`config.mk`:
```
export PLATFORM = sky130hd
export DESIGN_NAME = eth_tx_top
export DESIGN_NICKNAME = d
export VERILOG_FILES = /design/src/eth_tx_pkg.sv /design/src/axis_byte_if.sv /design/src/stream_fifo.sv /design/src/eth_frame_tx.sv /design/src/axis_skid_buf.sv /design/src/eth_tx_top.sv
export VERILOG_INCLUDE_DIRS = /design/src /design/src/include
export SDC_FILE = /design/constraint.sdc
export NUM_CORES = 1
export LEC_CHECK = 0
export CELL_PAD_IN_SITES_DETAIL_PLACEMENT = 0
export CELL_PAD_IN_SITES_GLOBAL_PLACEMENT = 2
export CORE_AREA = 2 2 322 324
export DETAILED_ROUTE_END_ITERATION = 10
export DIE_AREA = 0 0 324 326
export DONT_BUFFER_PORTS = 1
export PLACE_DENSITY_LB_ADDON = 0.08
export SLEW_MARGIN = 20
export SYNTH_ARGS = -nofsm -noshare
export SYNTH_HDL_FRONTEND = slang
export SYNTH_SLANG_ARGS = --single-unit
```
`constraint.sdc`:
```
create_clock -name clk -period 5.4 [get_ports clk]
set_input_delay 1.08 -clock clk [delete_from_list [all_inputs] [get_ports clk]]
set_output_delay 1.08 -clock clk [all_outputs]
set_load 0.03 [all_outputs]
```
`src/include/eth_tx_config.svh`:
```
//**************************************************************************
// queue depths for the frame transmitter
// both depths are entry counts and must be at least 1
//**************************************************************************
`ifndef ETH_TX_CFG_SVH
`define ETH_TX_CFG_SVH

// headers that may wait ahead of their payload
`define ETH_TX_HDR_DEPTH 4

// payload bytes buffered between input and framer
`define ETH_TX_PAY_DEPTH 32

`endif

```
`src/eth_tx_pkg.sv`:
```
//**************************************************************************
// shared types for the frame transmitter
// header struct packs dest mac into the top bits, so byte 0 is its msb
//**************************************************************************
`default_nettype none

package eth_tx_pkg;

    // header fields in wire order, msb first
    typedef struct packed {
        logic [47:0] dest_mac;
        logic [47:0] src_mac;
        logic [15:0] eth_type;
    } eth_hdr_t;

    // one payload beat as stored in the queue
    typedef struct packed {
        logic [7:0] data;
        logic       last;
        logic       user;
    } axis_beat_t;

    // dest + src + ethertype, no vlan tag
    localparam int ETH_HDR_BYTES = 14;

endpackage

`default_nettype wire

```
`src/axis_byte_if.sv`:
```
//**************************************************************************
// byte-wide valid/ready stream
// a beat moves on a rising edge with tvalid and tready both high
//**************************************************************************
`timescale 1ns/1ps
`default_nettype none

interface axis_byte_if;

    logic [7:0] tdata;
    logic       tvalid;
    logic       tready;
    logic       tlast;
    logic       tuser;

    // producer side
    modport src (output tdata, output tvalid, output tlast, output tuser,
                 input tready);

    // consumer side
    modport snk (input tdata, input tvalid, input tlast, input tuser,
                 output tready);

endinterface

`default_nettype wire

```
`src/stream_fifo.sv`:
```
//**************************************************************************
// synchronous queue with valid/ready on both sides
// read data comes straight from the array, no output register
// a full queue does not accept a write even when a read happens
//**************************************************************************
`timescale 1ns/1ps
`default_nettype none

module stream_fifo #(
    parameter type entry_t = logic [7:0],
    parameter int  DEPTH   = 4
) (
    input  logic   clk,
    input  logic   rst,
    input  logic   wr_valid,
    output logic   wr_ready,
    input  entry_t wr_data,
    output logic   rd_valid,
    input  logic   rd_ready,
    output entry_t rd_data
);

    localparam int AW = (DEPTH > 1) ? $clog2(DEPTH) : 1;
    localparam int CW = $clog2(DEPTH + 1);
    localparam logic [AW-1:0] LAST_PTR = AW'(DEPTH - 1);
    localparam logic [CW-1:0] FULL_CNT = CW'(DEPTH);

    entry_t        mem [DEPTH];
    logic [AW-1:0] wr_ptr;
    logic [AW-1:0] rd_ptr;
    logic [CW-1:0] count;
    logic          push;
    logic          pop;

    assign wr_ready = (count != FULL_CNT);
    assign rd_valid = (count != '0);
    assign rd_data  = mem[rd_ptr];

    assign push = wr_valid & wr_ready;
    assign pop  = rd_valid & rd_ready;

    // storage array, contents only matter below count
    always_ff @(posedge clk) begin
        if (push) begin
            mem[wr_ptr] <= wr_data;
        end
    end

    always_ff @(posedge clk) begin
        if (rst) begin
            wr_ptr <= '0;
            rd_ptr <= '0;
            count  <= '0;
        end else begin
            // pointers wrap at DEPTH, not at a power of two
            if (push) begin
                wr_ptr <= (wr_ptr == LAST_PTR) ? '0 : wr_ptr + 1'b1;
            end
            if (pop) begin
                rd_ptr <= (rd_ptr == LAST_PTR) ? '0 : rd_ptr + 1'b1;
            end
            // simultaneous push and pop leaves count alone
            case ({push, pop})
                2'b10:   count <= count + 1'b1;
                2'b01:   count <= count - 1'b1;
                default: count <= count;
            endcase
        end
    end

endmodule

`default_nettype wire

```
`src/eth_frame_tx.sv`:
```
//**************************************************************************
// framer: 14 header bytes msb first, then the payload until tlast
// output is combinational, a register stage must follow
// a payload beat without a matching header waits forever
//**************************************************************************
`timescale 1ns/1ps
`default_nettype none

module eth_frame_tx
    import eth_tx_pkg::*;
(
    input  logic     clk,
    input  logic     rst,
    input  logic     hdr_valid,
    output logic     hdr_ready,
    input  eth_hdr_t hdr,
    axis_byte_if.snk pay,
    axis_byte_if.src out,
    output logic     busy
);

    typedef enum logic [1:0] {
        ST_IDLE,
        ST_HDR,
        ST_PAY
    } state_t;

    localparam logic [3:0] LAST_IDX = 4'(ETH_HDR_BYTES - 1);

    state_t     state;
    eth_hdr_t   hdr_q;
    logic [3:0] byte_idx;

    // byte view of the latched header, index 13 is dest_mac[47:40]
    logic [ETH_HDR_BYTES-1:0][7:0] hdr_bytes;

    assign hdr_bytes = hdr_q;

    // pop only from idle
    assign hdr_ready = (state == ST_IDLE);
    assign busy      = (state != ST_IDLE);

    // header latched on the pop edge
    always_ff @(posedge clk) begin
        if (hdr_valid && hdr_ready) begin
            hdr_q <= hdr;
        end
    end

    always_ff @(posedge clk) begin
        if (rst) begin
            state    <= ST_IDLE;
            byte_idx <= '0;
        end else begin
            case (state)
                ST_IDLE: begin
                    byte_idx <= '0;
                    if (hdr_valid) begin
                        state <= ST_HDR;
                    end
                end
                ST_HDR: begin
                    // advance one byte per accepted beat
                    if (out.tready) begin
                        if (byte_idx == LAST_IDX) begin
                            state <= ST_PAY;
                        end else begin
                            byte_idx <= byte_idx + 1'b1;
                        end
                    end
                end
                ST_PAY: begin
                    // frame ends on the tlast transfer
                    if (pay.tvalid && out.tready && pay.tlast) begin
                        state <= ST_IDLE;
                    end
                end
                default: begin
                    state <= ST_IDLE;
                end
            endcase
        end
    end

    always_comb begin
        out.tvalid = 1'b0;
        out.tdata  = 8'h00;
        out.tlast  = 1'b0;
        out.tuser  = 1'b0;
        pay.tready = 1'b0;
        case (state)
            ST_HDR: begin
                // header beats never carry last or user
                out.tvalid = 1'b1;
                out.tdata  = hdr_bytes[LAST_IDX - byte_idx];
            end
            ST_PAY: begin
                // payload passes straight through
                out.tvalid = pay.tvalid;
                out.tdata  = pay.tdata;
                out.tlast  = pay.tlast;
                out.tuser  = pay.tuser;
                pay.tready = out.tready;
            end
            default: begin
                out.tvalid = 1'b0;
            end
        endcase
    end

endmodule

`default_nettype wire

```
`src/axis_skid_buf.sv`:
```
//**************************************************************************
// two-entry skid buffer, full throughput under back-pressure
// input ready is registered, it drops only while the spare slot holds data
//**************************************************************************
`timescale 1ns/1ps
`default_nettype none

module axis_skid_buf
    import eth_tx_pkg::*;
(
    input  logic     clk,
    input  logic     rst,
    axis_byte_if.snk in,
    axis_byte_if.src out
);

    axis_beat_t in_beat;
    axis_beat_t out_q;
    axis_beat_t tmp_q;
    logic       out_valid;
    logic       tmp_valid;
    logic       out_free;

    assign in_beat = '{data: in.tdata, last: in.tlast, user: in.tuser};

    // output slot can load this edge
    assign out_free = ~out_valid | out.tready;

    // spare slot empty means ready, both flops
    assign in.tready = ~tmp_valid;

    assign out.tvalid = out_valid;
    assign out.tdata  = out_q.data;
    assign out.tlast  = out_q.last;
    assign out.tuser  = out_q.user;

    always_ff @(posedge clk) begin
        if (rst) begin
            out_valid <= 1'b0;
            tmp_valid <= 1'b0;
        end else if (tmp_valid) begin
            // drain spare slot first, input is held off meanwhile
            if (out_free) begin
                out_valid <= 1'b1;
                tmp_valid <= 1'b0;
            end
        end else if (out_free) begin
            out_valid <= in.tvalid;
        end else if (in.tvalid) begin
            // output stalled, park the one extra beat
            tmp_valid <= 1'b1;
        end
    end

    always_ff @(posedge clk) begin
        if (out_free) begin
            out_q <= tmp_valid ? tmp_q : in_beat;
        end
        if (!tmp_valid && !out_free) begin
            tmp_q <= in_beat;
        end
    end

endmodule

`default_nettype wire

```
`src/eth_tx_top.sv`:
```
//**************************************************************************
// ethernet frame transmitter top, header queue + payload queue + framer
// no preamble, fcs, padding or vlan, payload needs tlast on every frame
//**************************************************************************
`timescale 1ns/1ps
`default_nettype none
`include "eth_tx_config.svh"

module eth_tx_top
    import eth_tx_pkg::*;
(
    input  logic        clk,
    input  logic        rst,
    input  logic        in_hdr_valid,
    output logic        in_hdr_ready,
    input  logic [47:0] in_dest_mac,
    input  logic [47:0] in_src_mac,
    input  logic [15:0] in_eth_type,
    input  logic [7:0]  in_pay_tdata,
    input  logic        in_pay_tvalid,
    output logic        in_pay_tready,
    input  logic        in_pay_tlast,
    input  logic        in_pay_tuser,
    output logic [7:0]  out_tdata,
    output logic        out_tvalid,
    input  logic        out_tready,
    output logic        out_tlast,
    output logic        out_tuser,
    output logic        busy
);

    eth_hdr_t   hdr_wr;
    eth_hdr_t   hdr_rd;
    logic       hdr_rd_valid;
    logic       hdr_rd_ready;
    axis_beat_t pay_wr;
    axis_beat_t pay_rd;

    axis_byte_if pay_q ();
    axis_byte_if fr_out ();
    axis_byte_if sk_out ();

    assign hdr_wr = '{dest_mac: in_dest_mac, src_mac: in_src_mac, eth_type: in_eth_type};
    assign pay_wr = '{data: in_pay_tdata, last: in_pay_tlast, user: in_pay_tuser};

    stream_fifo #(.entry_t(eth_hdr_t), .DEPTH(`ETH_TX_HDR_DEPTH)) u_hdr_fifo (
        .clk(clk), .rst(rst),
        .wr_valid(in_hdr_valid), .wr_ready(in_hdr_ready), .wr_data(hdr_wr),
        .rd_valid(hdr_rd_valid), .rd_ready(hdr_rd_ready), .rd_data(hdr_rd)
    );

    stream_fifo #(.entry_t(axis_beat_t), .DEPTH(`ETH_TX_PAY_DEPTH)) u_pay_fifo (
        .clk(clk), .rst(rst),
        .wr_valid(in_pay_tvalid), .wr_ready(in_pay_tready), .wr_data(pay_wr),
        .rd_valid(pay_q.tvalid), .rd_ready(pay_q.tready), .rd_data(pay_rd)
    );

    // queue entry onto the framer's payload stream
    assign pay_q.tdata = pay_rd.data;
    assign pay_q.tlast = pay_rd.last;
    assign pay_q.tuser = pay_rd.user;

    eth_frame_tx u_framer (
        .clk(clk), .rst(rst),
        .hdr_valid(hdr_rd_valid), .hdr_ready(hdr_rd_ready), .hdr(hdr_rd),
        .pay(pay_q.snk), .out(fr_out.src), .busy(busy)
    );

    axis_skid_buf u_skid (
        .clk(clk), .rst(rst), .in(fr_out.snk), .out(sk_out.src)
    );

    assign out_tdata    = sk_out.tdata;
    assign out_tvalid   = sk_out.tvalid;
    assign out_tlast    = sk_out.tlast;
    assign out_tuser    = sk_out.tuser;
    assign sk_out.tready = out_tready;

endmodule

`default_nettype wire

```
==> impl_results.md <==
- Layout cell share with drive strength beyond 1: 25.2%
- Clk_lat worst skew: 680 ps
- Fin area: 0.0407 sq mm
- Crit end category: flop
- Number of cell rows: 118
- WL/cell: 26.7 um
- Slowest stage delay, CP: 650 ps
- Iteration-0 DRC Markers: 1042
- Met2 Track Usage GR: 27.5%
- Max H-tree Level: 3
- CP cell instances: or4_1, o311ai_2, inv_1, ha_1, xor2_1, ha_1, a21oi_1, o22ai_1, a222oi_1, o21ai_0, a21oi_1
- Setup TNS: 0 ps
- Max FO, Critical Path: 10
- Final net count: 1824
- Rel. slew slack: 29.3%
- Pin count of the biggest net entering global routing: 78
- GR Util met1: 20.1%
- Root buf cell: clkbuf_16
- First-pass GRT wire length: 122 mm
- WP data arrival: 4270 ps
- Top_reg_cell synth: edfxtp_1
- VDD IR max: 0.000318 V
- CP max-delay cell: o311ai_2
- DR vias/cell: 5.03
- Gpl congestion: 0.751
- Fin crit period: 3680 ps
- Vias in the first global route: 16800
- Synth cell types: 60
- Number of synthesized register bits: 936
- Crit Path Class: reg -> reg
- Pleak: 12.5 nW
- Status: finished clean
- Cell Area, Synth: 0.0356 sq mm
- DR pass1 iterations: 5
- Post_cts resized: 0
- RSZ-0062 raised after global routing: false
- Synthesized instance count: 1596
- # Post-CTS Setup Buffers: 0
- Slew Viols, Final: 0
- Max_cap viols: 0
- Syn avg cell area: 22.3 sq um
- I/O pins: 141
- CTS tree: yes
- Fin util: 39.7%
- Crit start category: flop
- Clock slew at reported path FFs: 60 ps
- Slew @ Worst Pin: 1060 ps
- Fin. Hold Viols: 0
- Bufs on Longest Clock Path: 3
- Busiest grt layer: met2
- EDFF count, synth: 900
- I/O Buffers: 0
- Post-DP HPWL: 51.3 mm
- Fmax: 271 MHz
- Clock sinks: 936
- Residual DRC count: 0
- Hold-fix buffers, CTS: 0
- CTS Buf Count: 103
- Die Footprint: 0.106 sq mm
- GR Util All Layers: 16.1%
- Synth Net Count: 1747
- Core box area: 0.103 sq mm
- Post-synth ARST share: 0%
- Grt met3 use: 4.67%
- Area growth syn-to-layout: 14.5%
- Skew final: 29.5 ps
- Register area share after synthesis: 78.0%
- Die Ht: 326 um
- Total wire length: 83.9 mm
- Die Width: 324 um
- WHS: 479 ps
- Period utilisation layout: 68.2%
- Via count: 15800
- Pwr dens: 471 mW/mm^2
- Global route overflow: 0
- Critical Path RT: 5990 ps
- Filler cell count: 9051
- Initial antenna violation count: 1
- Ys Warns: 0
- Routed Antenna Nets: 0
- Area after DPL: 0.0374 sq mm
- Worst min path class: reg -> reg
- Endpoints failing setup: 0
- Effective utilization at floorplan: 34.7%
-- Yosys cell counts (5+ instances only) --
master | number | area share [%]
edfxtp_1 | 900 | 76
mux4_2 | 221 | 14
nor2_1 | 70 | 0.74
clkbuf_1 | 36 | 0.38
dfxtp_1 | 36 | 2.0
nand2_1 | 31 | 0.33
ha_1 | 23 | 0.81
a21oi_1 | 22 | 0.31
inv_1 | 20 | 0.21
buf_2 | 19 | 0.27
nand3_1 | 19 | 0.27
mux2i_1 | 18 | 0.51
buf_1 | 16 | 0.17
o21ai_0 | 16 | 0.23
mux2_2 | 10 | 0.32
mux4_1 | 10 | 0.74
or3_1 | 10 | 0.18
nor3_1 | 9 | 0.13
nor2b_1 | 8 | 0.14
xor2_1 | 8 | 0.20
and3_1 | 7 | 0.12
a211oi_1 | 5 | 0.11
a311oi_1 | 5 | 0.12
a31oi_1 | 5 | 0.088
nand2b_1 | 5 | 0.088
-- layout make-up --
class,instances,area (sq um),share of cell area (%)
Antenna cell,2,5.00,0.0123
Inverter,23,88.8,0.218
Clock inverter,55,532,1.31
Multi-Input combinational cell,562,7440,18.3
Tap cell,1380,1730,4.24
Timing Repair Buffer,47,428,1.05
Clock buffer,135,2750,6.75
Sequential cell,936,27800,68.2
-- logic make-up after synthesis --
kind of cell | Yosys count | synth area share [%]
flip-flops | 936 | 78.0
buffers and inverters | 98 | 1.19
XOR/XNOR | 10 | 0.246
adder cells (fa/ha/maj) | 24 | 0.865
AND/OR/NAND/NOR | 184 | 2.55
multiplexers | 261 | 15.6
AO/OA/AOI/OAI | 83 | 1.54
-- final timing paths --
path                        startpoint  cells after the start  slack [ps]             endpoint
setup / recovery   u_pay_fifo.count[1]                     11        1720  u_pay_fifo.count[4]
hold / removal    u_pay_fifo.rd_ptr[4]                      2         480                 flop
setup reg to reg   u_pay_fifo.count[1]                     11        1720  u_pay_fifo.count[4]
hold reg to reg   u_pay_fifo.rd_ptr[4]                      2         480                 flop
-- where the power goes --
part	total, mW	internal (mW)	switching (mW)
Sequential	9.61	9.09	0.525
Combinational	2.78	1.24	1.55
Clock	6.81	3.97	2.83
-- per-stage QoR --
stage | total power, mW | setup WS [ps] | instances
6_report | 19.2 | 1720 | 3140
5_1_grt | 20.0 | 1400 | 3138
4_1_cts | 19.6 | 1720 | 3138
3_5_place_dp | 12.7 | 1650 | 2948
3_3_place_gp | 12.7 | 1630 | 2948
2_1_floorplan | 11.6 | 989 | 1596
-- layout by cell type, fill, tap and decap left out, drive strengths merged, types with 12 or more instances in the layout --
cell type / count
clkinv: 44
nor2: 70
edfxtp: 900
nand3: 19
mux2i: 18
mux2: 12
o21ai: 20
mux4: 231
nand2: 31
buf: 47
inv: 24
a21oi: 22
dfxtp: 36
clkbuf: 135
ha: 23
-- state kept, by name, indices dropped and copies added, names as in the netlist, named ones only --
name and cells:
u_hdr_fifo.wr_ptr 2, u_skid.out.tlast 1, u_pay_fifo.mem 320, u_hdr_fifo.count 3, u_pay_fifo.count 6, u_pay_fifo.rd_ptr 5, u_skid.tmp_valid 1, u_hdr_fifo.rd_ptr 2
u_skid.out.tuser 1, u_skid.tmp_q 10, u_framer.byte_idx 4, u_hdr_fifo.mem 448, u_framer.state 2, u_framer.hdr_bytes 112, u_skid.out.tdata 8, u_pay_fifo.wr_ptr 5
u_skid.out.tvalid 1
-- routing by layer --
metal | part of all wire [%] | wire, um
met3 | 6.1 | 5130
met1 | 41 | 34600
met2 | 51 | 42400
met4 | 2.1 | 1770
met5 | 0 | 0
-- worst max-delay path, delay by kind of cell, from the launching register on --
kind / cells / cell delay, ps
buf+inv: 1 / 190
fa+ha+maj: 2 / 530
flops: 1 / 360
simple gates: 1 / 640
compound gates: 6 / 1710
xor+xnor: 1 / 180
Note: power is estimated with default switching activity, not from simulation.
